$ cat src/rtl/memDefines.svh
`ifndef MEM_DEFINES_SVH
`define MEM_DEFINES_SVH

// byte address into main memory
`define ADDR_WIDTH 17

// one entry per address
`define RAM_DEPTH (1 << `ADDR_WIDTH)

// owner codes shown to both clients
`define BUSY_NONE  2'b00
`define BUSY_DATA  2'b01
`define BUSY_FETCH 2'b10

`endif

$ cat src/rtl/memPkg.sv
`include "memDefines.svh"

package memPkg;

    typedef logic [`ADDR_WIDTH-1:0] addrT;
    typedef logic [7:0]             byteT;
    typedef logic [31:0]            wordT;

    // legal lengths are 1, 2 and 4
    typedef logic [2:0]             lenT;
    typedef logic [1:0]             busyT;

    typedef enum logic [1:0] {
        ownIdle,
        ownData,
        ownFetch
    } ownerT;

    // byte step inside one access
    typedef enum logic [2:0] {
        stZero,
        stOne,
        stTwo,
        stThree,
        stFour
    } stageT;

endpackage

$ cat src/rtl/wordAssembler.sv
`timescale 1ns/10ps

module wordAssembler (
    input  logic          clk,
    input  logic          rst,
    input  memPkg::ownerT owner,
    input  logic          accStore,
    input  logic          byteValid,
    input  memPkg::stageT byteIndex,
    input  logic          lastByte,
    input  memPkg::byteT  ramRbyte,
    output logic          fetchDone,
    output memPkg::wordT  fetchInst,
    output logic          predEn,
    output memPkg::wordT  predInst,
    output logic          dataDone,
    output memPkg::wordT  dataRdata
);
    import memPkg::*;

    wordT partial;
    wordT assembled;
    logic finish;

    assign finish = byteValid && lastByte;

    // upper lanes of partial stay zero for the zero extension
    assign assembled = partial | (wordT'(ramRbyte) << {byteIndex, 3'b000});

    assign dataDone  = finish && (owner == ownData);
    assign fetchDone = finish && (owner == ownFetch);

    // predictor sees every fetched word
    assign predEn    = fetchDone;
    assign predInst  = assembled;
    assign fetchInst = assembled;

    assign dataRdata = accStore ? '0 : assembled;

    always_ff @(posedge clk) begin
        if (rst) begin
            partial <= '0;
        end else if (finish) begin
            partial <= '0;
        end else if (byteValid && !accStore) begin
            partial <= assembled;
        end
    end

    // each access ends in a single done pulse
    assert property (@(posedge clk) disable iff (rst)
        (fetchDone || dataDone) |=> !(fetchDone || dataDone))
        else $error("wordAssembler: done pulse in two consecutive cycles");

endmodule

$ cat config.mk
export PLATFORM = sky130hd
export DESIGN_NAME = wordAssembler
export DESIGN_NICKNAME = d
export VERILOG_FILES = /design/src/rtl/memPkg.sv /design/src/rtl/wordAssembler.sv
export VERILOG_INCLUDE_DIRS = /design/src /design/src/rtl
export SDC_FILE = /design/constraint.sdc
export NUM_CORES = 1
export LEC_CHECK = 0
export BUFFER_PORTS_ARGS = -buffer_cell sky130_fd_sc_hd__buf_2
export CAP_MARGIN = 10
export CORE_UTILIZATION = 30
export DETAILED_ROUTE_END_ITERATION = 12
export GPL_ROUTABILITY_DRIVEN = 1
export PLACE_DENSITY = 0.63
export SYNTH_ARGS = -nofsm -noshare
export SYNTH_HDL_FRONTEND = slang
export SYNTH_SLANG_ARGS = --single-unit
$ cat constraint.sdc
create_clock -name clk -period 2.5 [get_ports clk]
set_input_delay 0.125 -clock clk [delete_from_list [all_inputs] [get_ports clk]]
set_output_delay 0.125 -clock clk [all_outputs]
set_load 0.02 [all_outputs]
==> reports/results.ini <==
[sta]
tightest_slew_ns=0.587
tns_ns=0
hold_viol_final=0
finalSetupViolations=0
rsz0062_at_grt=false
fin_skew_ns=0
worst_slew_margin_rel_pct=60.8
fin_ws_ns=1.01
fin_crit_sh_pct=59.7
fin_crit_ns=1.49
maxSlewViolCount=0
clock.fmax_mhz=670

[finish]
final_cell_area_um2=2300
syn_to_final_growth_pct=24.3
antennaDiodeCount=0
drive_above_1_share_pct=44.6
largest_reg_flops=32
final_nets=316
seq_area_um2=641
final_common_cell=buf_2
multiInputGateArea_um2=841
final_util_pct=38.8
final_cell_mix=buf_2, a21o_1, a31oi_1, nor2_1, dfxtp_1
largest_registers=partial: 32 flops
fillers=619
top_register=partial

[global_route]
met2_usage_pct=24.1
grt_max_degree=34
grt.busiest_layer=met2
grt_usage_pct=14.8
antenna_found_initial=0
grtUsageMet1_pct=19.5
grt_first_pass_wirelength_mm=7.20
grt_pass1_vias=1372
grt_util_met3_pct=3.52
grt_overflow=0

[power]
ir_worst_vdd_uv=293
leakage_uw=0.00146
p_sw_uw=338
p_int_uw=832
combPwrFrac_pct=19.4
power.density_nw_per_um2=509
swShare_pct=28.9
power_frac_seq_pct=44.1
clkPwrFrac_pct=36.5

[yosys]
yosysSeqAreaShare_pct=34.7
synth_seq_cells=32
syn_area_um2=1850
synth_fp_nets=243
yosys_warnings=0
synth_top_area_share_pct=34.7
yosys.area.top_type=dfxtp_1
synthCells=225
synth_area_per_cell_um2=8.21
ys_types=16
synth_area_leaders=dfxtp_1, buf_4, a21o_1

[detailed_routing]
drt-total-wl_mm=4.85
drt-pass1-iter-count=4
via_per_inst=4.63
wl_per_cell_um=13.0
dr_total_vias=1726
initialDrtViolationCount=95
drc=0
antenna_left=0

[setup_path]
cpMostUsedCell=buf_2
path_class=input port to primary output
cp.arrival_ns=1.37
worst-path-buf-inv=2
worstPathCellList=buf_2 > and3b_1 > a21o_1 > nor2b_1 > buf_2
worstPathMaxFanout=16
critPathCaptureType=primary output
slowest_stage=and3b_1
path_delay_family=simple AND/OR/NAND/NOR gates
start_kind=input port
critical_path.max_stage_delay_ns=0.57
crit_required_ns=2.38

[place]
dp_slack_ns=1.01
place_congestion=0.631
dpl_cell_area_um2=2200
io_buffers=116
dpl.hpwl_mm=3.36

[floorplan]
rows=28
die_h_um=80.5
boundaryPins=117
fp.coreArea_um2=5920
dieArea_um2=6480
initial_core_util_pct=31.2
die_x_um=80.5

[clock_network]
hold_buffers=0
htree_levels=2
cts_tree=yes
root_buffer=clkbuf_8
cts_buffer_depth=2
post_cts_resized=0
insertion_delay_ns=0.27
cts_buffers=5
cts_sinks=32
clk_pin_slew_worst_paths_ns=0.06
post-cts-setup-buffers=0

[job]
maxCapViolCount=0

[worst_hold_path]
hp-class=input port to flip-flop

[status]
status=completed

-- per-layer routing --
layer	routed length (µm)	share of wire, %	vias up
met4	23	0.47	0
met2	2310	48	65
met1	2280	47	790
li1	-	-	869
met5	0	0	-
met3	242	5.0	2
-- worst paths after layout --
kind                                    from             to  slack [ns]  cells past startpoint
worst min-delay path             ramRbyte[2]     partial[2]        0.22                      3
worst max register to register   partial[20]    partial[20]        1.87                      2
worst max-delay path            byteIndex[2]  dataRdata[31]        1.01                      5
worst min register to register    partial[2]     partial[2]        0.47                      2
-- worst register-to-register path, stage by stage (launching register included) --
cell	delay (ns)
dfxtp_1	0.31
a31oi_1	0.15
nor2_1	0.05
-- power groups by stage --
stage | combinational, µW | clock (µW) | sequential, µW
final | 227 | 427 | 516
after global routing | 247 | 468 | 516
after CTS | 230 | 439 | 516
after detailed placement | 229 | 0 | 528
after global placement | 227 | 0 | 528
after floorplan | 177 | 0 | 527
-- cell type report --
cell class / count / area share (%)
flip-flops and latches: 32 / 27.9
well taps: 75 / 4.08
clock buffers: 7 / 4.19
multi-input cells: 137 / 36.6
repair buffers: 122 / 27.2
-- logic make-up after synthesis --
logic type             Yosys count  share of synthesized area [%]
AO/OA/AOI/OAI                   64                           23.8
buffers and inverters           56                           20.0
flip-flops                      32                           34.7
AND/OR/NAND/NOR                 73                           21.5
-- cell usage after synthesis (all sizes together) --
cell type,instances
nor2b,31
buf,47
nor2,32
and2b,2
clkbuf,9
nand2b,1
nor3,1
dfxtp,32
nand2,1
a31oi,32
and3b,1
nor3b,4
a21o,32
-- metrics by stage --
step / total power, µW / hold slack, ns / cells
final: 1170 / 0.223 / 373
after floorplan: 704 / 0.328 / 225
after global placement: 755 / 0.448 / 366
after CTS: 1190 / 0.218 / 373
after detailed placement: 756 / 0.457 / 366
after global routing: 1230 / 0.246 / 373
Note: power is estimated with default switching activity, not from simulation.
