==> src/rtl/memDefines.svh <==
`ifndef MEM_DEFINES_SVH
`define MEM_DEFINES_SVH

// byte address into main memory
`define ADDR_WIDTH 17

// one entry per address
`define RAM_DEPTH (1 << `ADDR_WIDTH)

// owner codes shown to both clients
`define BUSY_NONE  2'b00
`define BUSY_DATA  2'b01
`define BUSY_FETCH 2'b10

`endif

==> src/rtl/memPkg.sv <==
`include "memDefines.svh"

package memPkg;

    typedef logic [`ADDR_WIDTH-1:0] addrT;
    typedef logic [7:0]             byteT;
    typedef logic [31:0]            wordT;

    // legal lengths are 1, 2 and 4
    typedef logic [2:0]             lenT;
    typedef logic [1:0]             busyT;

    typedef enum logic [1:0] {
        ownIdle,
        ownData,
        ownFetch
    } ownerT;

    // byte step inside one access
    typedef enum logic [2:0] {
        stZero,
        stOne,
        stTwo,
        stThree,
        stFour
    } stageT;

endpackage

==> src/rtl/reqArbiter.sv <==
`timescale 1ns/10ps

module reqArbiter (
    input  logic          clk,
    input  logic          rst,
    input  logic          idle,
    input  logic          dataEn,
    input  logic          dataStore,
    input  memPkg::lenT   dataLen,
    input  memPkg::addrT  dataAddr,
    input  memPkg::wordT  dataWdata,
    input  logic          fetchEn,
    input  memPkg::addrT  fetchAddr,
    output memPkg::ownerT owner,
    output memPkg::addrT  accAddr,
    output memPkg::lenT   accLen,
    output logic          accStore,
    output memPkg::wordT  accWdata
);
    import memPkg::*;

    // grant and direction, cleared by reset
    always_ff @(posedge clk) begin
        if (rst) begin
            owner    <= ownIdle;
            accLen   <= '0;
            accStore <= 1'b0;
        end else if (idle) begin
            if (dataEn) begin
                owner    <= ownData;
                accLen   <= dataLen;
                accStore <= dataStore;
            end else if (fetchEn) begin
                // instruction fetch is always a word load
                owner    <= ownFetch;
                accLen   <= lenT'(3'd4);
                accStore <= 1'b0;
            end else begin
                owner    <= ownIdle;
                accLen   <= '0;
                accStore <= 1'b0;
            end
        end
    end

    // address and store data of the granted client
    always_ff @(posedge clk) begin
        if (idle) begin
            if (dataEn) begin
                accAddr  <= dataAddr;
                accWdata <= dataWdata;
            end else begin
                accAddr  <= fetchAddr;
                accWdata <= '0;
            end
        end
    end

    // 3-byte accesses are not supported
    assert property (@(posedge clk) disable iff (rst)
        dataEn |-> (dataLen == 3'd1 || dataLen == 3'd2 || dataLen == 3'd4))
        else $error("reqArbiter: illegal data length %0d", dataLen);

endmodule

==> config.mk <==
export PLATFORM = sky130hd
export DESIGN_NAME = reqArbiter
export DESIGN_NICKNAME = d
export VERILOG_FILES = /design/src/rtl/memPkg.sv /design/src/rtl/reqArbiter.sv
export VERILOG_INCLUDE_DIRS = /design/src /design/src/rtl
export SDC_FILE = /design/constraint.sdc
export NUM_CORES = 1
export LEC_CHECK = 0
export BUFFER_PORTS_ARGS = -buffer_cell sky130_fd_sc_hd__clkbuf_2
export CORE_MARGIN = 1.5
export CORE_UTILIZATION = 43
export DETAILED_ROUTE_END_ITERATION = 10
export GPL_TIMING_DRIVEN = 0
export HOLD_SLACK_MARGIN = 0.1
export PLACE_DENSITY_LB_ADDON = 0.08
export SLEW_MARGIN = 25
export SYNTH_ARGS = -nofsm -noshare
export SYNTH_HDL_FRONTEND = slang
export SYNTH_SLANG_ARGS = --single-unit
==> constraint.sdc <==
create_clock -name clk -period 1.59 [get_ports clk]
set_clock_uncertainty 0.1 [all_clocks]
set_input_delay 0.318 -clock clk [delete_from_list [all_inputs] [get_ports clk]]
set_output_delay 0.318 -clock clk [all_outputs]
set_load 0.1 [all_outputs]
==> out/metrics.yaml <==
status: "completed"
drv_cap: 0
grt_usage_pct: 14.20
yosysTopAreaCell: "edfxtp_1"
p_total_uw: 3608
syn_avg_cell_area_um2: 17.16
slew_violations: 0
power.share.clock_pct: 19.7
stdcell_area_um2: 3008
cts.sinks: 55
initial_core_util_pct: 45.61
io_pins: 130
gr-total-overflow: 0
syn_area_um2: 2197
grt_max_degree: 52
die_area_um2: 5547
critPathKind: "flop to primary output"
cts_tree: "yes"
drc: 0
maxSlewHeadroom_pct: 55.62
rows: 25
synthTopCellsByCount: "edfxtp_1, and2_1, mux2_4"
yosysUniqueCellTypes: 15
worst_pin_slew_ns: 0.6657
seq_area_frac_synth_pct: 72.44
synth_ff_type: "edfxtp_1"
path_clk_slew_ns: 0.10
yosys_warnings: 0
hold_path.class: "input port to flop"
ctsResizeCount: 0
start_kind: "flop"
ant_nets: 0
clockBufferDepth: 2
place_hpwl_um: 2908
htree_levels: 2
postSynthCellCount: 128
port_buffers: 128
syn2layout_area_growth_pct: 36.90
place_area_um2: 2924
ys_seq_elements: 55
drt_iter0_drc: 48
diodes: 0
fin_crit_sh_pct: 96.51
endpoint_kind: "primary output"
cts_setup_buffers: 0
first_pass_iters: 4
max_freq_mhz: 651.7
cts_made_buffers: 5
cp_max_fo: 2
intPower_uw: 2217
synth_fp_nets: 203
crit_slowest_cell: "clkbuf_2"
grt_setup_unrepaired: "false"
drive_gt1_share_pct: 59.85
die_y_um: 74.48
root_buffer: "clkbuf_8"
synthArstFlopShare_pct: 0
setup_violations: 0
antenna_found_initial: 0
synth_area_leaders: "edfxtp_1, and2_1, mux2_4"
powerDensity_nw_per_um2: 1199
swShare_pct: 38.55
grt_pass1_vias: 1307
p_leak_uw: 0.001374
core_area_um2: 4817
grt_pass1_wl_um: 5858
cp_cell_sequence: "clkbuf_2"
cp_data_arrival_time_ns: 1.12
chipWidth_um: 74.48
power_frac_comb_pct: 32.4
num_vias: 1455
power.switching_uw: 1391
yosysMostFrequentCell: "edfxtp_1"
hold_buffers: 0
gp_congestion: 0.6851
critPathTopFamily: "buffers and inverters"
pwr-share-seq_pct: 47.9
netlist.area_leader.share_pct: 66.97
vdd_ir_drop_max_mv: 0.5587
wirelength_um: 3875
max_stage_delay_ns: 0.46
worstPathRequired_ns: 1.17
detail_route.wl_per_cell_um: 11.71
nets: 338
worst-path-buf-inv: 1
synth_enable_flop_cells: 49
clk_latency_ns: 0.29
fin_crit_ns: 1.534
vias_per_cell: 4.396
final-hold-violation-count: 0
==> power groups by stage <==
| stage | sequential (uW) | clock (uW) | combinational (uW) |
|---|---|---|---|
| 4_1_cts | 1730 | 743 | 1180 |
| 5_1_grt | 1740 | 784 | 1210 |
| 3_3_place_gp | 1760 | 0 | 1170 |
| 3_5_place_dp | 1760 | 0 | 1180 |
| 6_report | 1730 | 711 | 1170 |
| 2_1_floorplan | 2590 | 0 | 121 |
==> per-layer routing <==
layer	routed length, um	vias to the layer above	track usage (%)
li1	-	726	-
met3	404	7	5.285
met1	1546	644	15.93
met4	57	0	5.859
met5	0	-	0
met2	1867	78	24.40
==> state kept, by name, summed over array words and instances, names as in the netlist <==
name,flops
accStore,1
accAddr,17
accLen,3
accWdata,32
owner,2
==> layout make-up <==
class	count	area, um2
clock buffer	5	68.82
tap	67	83.83
buffer	7	62.56
multi-input combinational	66	543.0
clock inverter	3	15.01
sequential	55	1592
fill	414	1809
timing repair buffer	128	643.1
==> cell families after synthesis <==
logic type / after synthesis / share of synthesized area [%]
AND/OR/NAND/NOR: 42 / 11.62
AO/OA/AOI/OAI: 5 / 1.253
buffers and inverters: 7 / 2.847
multiplexers: 19 / 11.85
flip-flops: 55 / 72.44
==> final timing paths <==
path / cells past startpoint / start / to / slack [ns]
hold reg to reg: 2 / accLen[0] / accLen[0] / 0.37
setup reg to reg: 2 / accLen[2] / accLen[2] / 0.82
hold / removal: 2 / rst / owner[1] / 0.15
setup / recovery: 1 / accLen[2] / accLen[2] / 0.06
==> per-stage QoR <==
step	hold slack (ns)	instances	setup TNS (ns)	setup slack, ns	utilization, %
finish	0.1531	331	0	0.05551	62.44
global route	0.1528	331	0	0.007422	62.44
CTS	0.1435	331	0	0.04777	62.44
detailed placement	0.3614	323	-0.2894	-0.1038	60.70
global placement	0.3539	323	-9.743	-0.4696	60.65
floorplan	0.2871	128	0	0.2003	-
==> layout by cell type, fill, tap and decap left out <==
master,n
mux2i_1,2
nand2b_1,4
mux2_4,13
mux2_2,4
clkbuf_2,127
clkbuf_4,1
clkinvlp_4,1
clkbuf_8,5
buf_6,2
clkinv_1,2
nand3b_1,1
dfxtp_1,6
a21oi_1,4
buf_2,4
and2_1,32
nor2_1,2
edfxtp_1,49
a211oi_1,1
nand3_1,3
buf_12,1
Power figures use the tool's default switching activity.
