$ cat config.mk
export PLATFORM = sky130hd
export DESIGN_NAME = byteSequencer
export DESIGN_NICKNAME = d
export VERILOG_FILES = /design/src/rtl/memPkg.sv /design/src/rtl/byteSequencer.sv
export VERILOG_INCLUDE_DIRS = /design/src /design/src/rtl
export SDC_FILE = /design/constraint.sdc
export NUM_CORES = 1
export LEC_CHECK = 0
export BUFFER_PORTS_ARGS = -buffer_cell sky130_fd_sc_hd__buf_2
export CAP_MARGIN = 20
export CORE_MARGIN = 2
export CORE_UTILIZATION = 35
export CTS_CLUSTER_DIAMETER = 150
export DETAILED_ROUTE_END_ITERATION = 8
export PLACE_DENSITY = 0.79
export SYNTH_ARGS = -nofsm -noshare
export SYNTH_HDL_FRONTEND = slang
export SYNTH_SLANG_ARGS = --single-unit
$ cat constraint.sdc
create_clock -name clk -period 5.6 [get_ports clk]
set_input_delay 1.12 -clock clk [delete_from_list [all_inputs] [get_ports clk]]
set_output_delay 1.12 -clock clk [all_outputs]
set_load 0.02 [all_outputs]
$ cat src/rtl/memDefines.svh
`ifndef MEM_DEFINES_SVH
`define MEM_DEFINES_SVH

// byte address into main memory
`define ADDR_WIDTH 17

// one entry per address
`define RAM_DEPTH (1 << `ADDR_WIDTH)

// owner codes shown to both clients
`define BUSY_NONE  2'b00
`define BUSY_DATA  2'b01
`define BUSY_FETCH 2'b10

`endif

$ cat src/rtl/memPkg.sv
`include "memDefines.svh"

package memPkg;

    typedef logic [`ADDR_WIDTH-1:0] addrT;
    typedef logic [7:0]             byteT;
    typedef logic [31:0]            wordT;

    // legal lengths are 1, 2 and 4
    typedef logic [2:0]             lenT;
    typedef logic [1:0]             busyT;

    typedef enum logic [1:0] {
        ownIdle,
        ownData,
        ownFetch
    } ownerT;

    // byte step inside one access
    typedef enum logic [2:0] {
        stZero,
        stOne,
        stTwo,
        stThree,
        stFour
    } stageT;

endpackage

$ cat src/rtl/byteSequencer.sv
`timescale 1ns/10ps
`include "memDefines.svh"

module byteSequencer (
    input  logic          clk,
    input  logic          rst,
    input  logic          rdy,
    input  logic          ioBufferFull,
    input  memPkg::ownerT owner,
    input  memPkg::addrT  accAddr,
    input  memPkg::lenT   accLen,
    input  logic          accStore,
    input  memPkg::wordT  accWdata,
    output logic          idle,
    output memPkg::addrT  ramAddr,
    output logic          ramWe,
    output memPkg::byteT  ramWbyte,
    output logic          byteValid,
    output memPkg::stageT byteIndex,
    output logic          lastByte,
    output memPkg::busyT  fetchWait,
    output memPkg::busyT  dataWait
);
    import memPkg::*;

    stageT stage;
    stageT pendIndex;
    stageT lane;
    logic  pendValid;
    logic  pendLast;
    logic  spent;
    logic  freeze;
    logic  active;
    logic  issue;
    logic  lastLane;
    logic  doneNow;
    busyT  busyCode;

    assign freeze = !rdy || ioBufferFull;

    // spent covers the gap cycle after done
    assign active = (owner != ownIdle) && !spent;
    assign idle   = !active && !freeze;

    assign issue    = active && !freeze && (lenT'(stage) != accLen);
    assign lastLane = (lenT'(stage) + 3'd1) == accLen;

    // while frozen keep reading the byte still in flight
    assign lane     = freeze ? pendIndex : stage;
    assign ramAddr  = accAddr + addrT'(lane);
    assign ramWe    = issue && accStore;
    assign ramWbyte = byteT'(accWdata >> {stage, 3'b000});

    always_comb begin
        if (accStore) begin
            // stores report on the write strobe itself
            byteValid = ramWe;
            byteIndex = stage;
            lastByte  = lastLane;
        end else begin
            byteValid = pendValid && !freeze;
            byteIndex = pendIndex;
            lastByte  = pendLast;
        end
    end

    assign doneNow = active && byteValid && lastByte;

    always_comb begin
        busyCode = `BUSY_NONE;
        if (active && !doneNow) begin
            busyCode = (owner == ownFetch) ? `BUSY_FETCH : `BUSY_DATA;
        end
    end

    assign fetchWait = busyCode;
    assign dataWait  = busyCode;

    always_ff @(posedge clk) begin
        if (rst) begin
            stage     <= stZero;
            pendIndex <= stZero;
            pendValid <= 1'b0;
            pendLast  <= 1'b0;
            spent     <= 1'b0;
        end else if (!freeze) begin
            pendValid <= issue && !accStore;
            pendLast  <= lastLane;
            pendIndex <= stage;
            if (doneNow) begin
                stage <= stZero;
                spent <= 1'b1;
            end else if (issue) begin
                stage <= stageT'(stage + 3'd1);
            end else if (idle) begin
                spent <= 1'b0;
            end
        end
    end

    // fetches are granted as loads by the arbiter
    assert property (@(posedge clk) disable iff (rst) !(ramWe && owner == ownFetch))
        else $error("byteSequencer: write strobe during fetch");

    assert property (@(posedge clk) disable iff (rst) lenT'(stage) <= accLen)
        else $error("byteSequencer: stage %0d beyond length %0d", stage, accLen);

endmodule

==> summary.txt <==
GRT
  • Initial antenna violation count: 0
  • Vias in the first global route: 1281
  • Global route overflow: 0
  • GRT Total Usage: 16.3%
  • Largest net degree at the start of global routing: 15
  • First-pass GRT wire length: 5320 um

Placed design
  • Inst Count DP: 260
  • Final GP Congestion: 0.806
  • DP HPWL: 2710 um
  • Port Buf Inserts: 94
  • Setup WS pre-CTS: 0.920 ns

Clock tree
  • Worst skew pair latency: 0.25 ns
  • TritonCTS clock tree: built
  • Hold buffer count at cts: 0
  • Worst-case clock buffer depth: 2
  • CTS resizes: 0
  • Worst-path clk slew: 0.06 ns
  • Root Driver: clkbuf_4
  • Clock sink total: 9
  • CTS Buf Count: 3
  • Setup Fix Bufs, Post-CTS: 0
  • H-tree depth: 1

Detailed routing
  • M1 WL: 1210 um
  • Final wirelength: 3150 um
  • DR top layer: met4
  • DR WL met2: 1690 um
  • Final ANT Viol Nets: 0
  • Met3 WL post-DR: 215 um
  • Iteration-0 DRC Markers: 49
  • Drt drc: 0
  • DR vias: 1274
  • WL/cell: 11.9 um
  • Pre-antenna DRT Iters: 4
  • Via density: 4.83

STA
  • Max Freq: 214 MHz
  • Final WS setup: 0.928 ns
  • Setup TNS: 0 ns
  • Unrepaired setup endpoints after global routing: no
  • Slew HR: 50.7%
  • Max Slew Vio Count: 0
  • Worst Tran Pin Value: 0.738 ns
  • Setup-failing EPs final: 0
  • Final period utilization: 83.4%
  • Final Critical Period: 4.67 ns
  • Hold Vio Cnt, Final: 0
  • Setup Skew: 0.00142 ns

Worst hold path
  • Hold depth: 2
  • Hold Path End: pendLast
  • Min-delay worst type: reg2reg
  • Hold wc startpoint: pendLast

Synth
  • Average size of a mapped cell: 9.32 um^2
  • Main synth FF type: dfxtp_1
  • Synth unique cells: 45
  • Post-Synth XOR/XNOR Area: 17.2%
  • Synth Area in Compound Gates: 8.43%
  • Synth warn: 0
  • Synthesized net count: 193
  • Seq/Total Area, Yosys: 15.0%
  • Largest family of logic cells by synthesized area: simple AND/OR/NAND/NOR gates
  • Post-synthesis mux area share: 21.3%
  • Synth Cell Area: 1200 um^2
  • Ys async rst share: 0%
  • Post-synth EDFFs: 0
  • Seq cells post-synth: 9
  • Adder-Cell Fraction of Synth Area: 5.83%
  • Cells after Synth: 129
  • Synth Area in Simple Gates: 24.8%

Power and ir drop
  • Final Power: 0.226 mW
  • Pwr dens: 134 nW/um^2
  • VDD IR max: 0.0418 mV
  • P_leak: 0.844 nW

Finish
  • Non-Filler Instances: 264
  • Syn-to-layout area delta: 40.8%
  • Layout cells sized above 1: 53.7%
  • Layout Nets: 283
  • Diode count: 0
  • # fillers: 327

Setup path
  • Worst path arrival time: 3.55 ns
  • R2R setup slack: 3.29 ns
  • Worst Path Required: 4.48 ns
  • Worst setup EP type: output port
  • Critical Path Start Type: input pin
  • CP Max Fanout: 12
  • Reg2reg end: spent
  • Worst r2r src: stage[0]
  • Worst R2R Path Depth: 5
  • Critical path class: in2out

Floorplanning
  • Die ar.: 3920 um^2
  • Area of the core: 3310 um^2
  • FP Rows: 21
  • Die X: 62.6 um
  • Die Y: 62.6 um
  • I/O pin total: 95
  • Initial Util: 36.3%

Status
  • Outcome: completed

Job
  • Max-cap violations: 0
-- cell usage in the layout, fill, tap and decap left out, types with 3 or more instances in the layout --
cell type and count:
nor3_1 4, dfxtp_1 9, a21oi_1 3, clkbuf_4 3
nor2_1 6, mux2_2 5, inv_1 7, ha_1 4
xnor2_1 12, xor2_1 7, nand2_1 8, nand4_1 5
nor2b_1 11, buf_2 94, mux4_2 8
-- layer usage --
metal	vias up	track usage [%]
met5	-	0
met4	0	5.56
met3	4	3.06
met2	55	32.0
met1	574	17.2
li1	641	-
-- worst max-delay path, stage by stage --
cell and delay, ns:
buf_2 0.09, or2b_2 0.39, mux2_2 0.27, ha_1 0.16, inv_1 0.05, fa_1 0.39
nand2b_1 0.17, a21oi_1 0.40, nand4_1 0.18, xnor2_1 0.15, buf_2 0.17
-- per-stage QoR --
step / utilization [%] / hold WS [ns] / cell area, um^2
final: 51.1 / 0.461 / 1690
after global routing: 51.1 / 0.481 / 1690
after CTS: 51.1 / 0.454 / 1690
after detailed placement: 50.3 / 0.445 / 1670
after global placement: 50.3 / 0.440 / 1670
after floorplan: - / 0.431 / 1200
-- power breakdown --
group,internal [mW],switching (mW)
combinational,0.0520,0.0546
clock,0.0274,0.0215
sequential,0.0656,0.00497
-- synth_stat cells, types with 2 or more instances --
cell / number / share of area, %
nand2_1: 8 / 2.5
nor3_1: 4 / 1.7
nor2_1: 6 / 1.9
nand3_1: 2 / 0.83
mux2i_1: 2 / 1.7
a21oi_1: 3 / 1.2
buf_6: 2 / 1.9
mux4_2: 8 / 15
xnor2_1: 12 / 8.7
nand4_1: 5 / 2.6
xor2_1: 7 / 5.1
ha_1: 4 / 4.2
dfxtp_1: 9 / 15
nor3b_1: 2 / 1.2
and4_1: 2 / 1.5
nor2b_1: 11 / 5.7
buf_1: 2 / 0.62
inv_1: 7 / 2.2
or2b_2: 2 / 1.5
mux2_2: 5 / 4.7
buf_4: 2 / 1.2
-- registers in the layout (all words and copies together) (netlist names) --
register   cells
pendLast       1
pendValid      1
stage          3
pendIndex      3
spent          1
-- layout make-up --
cell class | count | area (um^2) | area share, %
clock buffers | 4 | 26.3 | 1.55
inverters | 7 | 26.3 | 1.55
flip-flops and latches | 9 | 180 | 10.6
repair buffers | 94 | 470 | 27.8
well taps | 46 | 57.6 | 3.40
multi-input cells | 104 | 932 | 55.1
-- cells by family (layout without fill, tap and decap cells) --
logic type | count (synthesis) | count (layout)
mux | 15 | 15
xor+xnor | 21 | 21
buf+inv | 16 | 105
simple gates | 50 | 50
flops | 9 | 9
fa+ha+maj | 5 | 5
compound gates | 13 | 13
-- worst max-delay path by stage --
stage,startpoint,to,slack [ns],cells past startpoint
6_report,ioBufferFull,ramAddr[16],0.93,11
5_1_grt,ioBufferFull,ramAddr[16],0.70,11
4_1_cts,ioBufferFull,ramAddr[16],0.91,11
3_5_place_dp,ioBufferFull,ramAddr[16],0.92,11
3_3_place_gp,ioBufferFull,ramAddr[16],0.98,11
2_1_floorplan,rdy,ramAddr[10],1.14,10
Power figures use the tool's default switching activity.
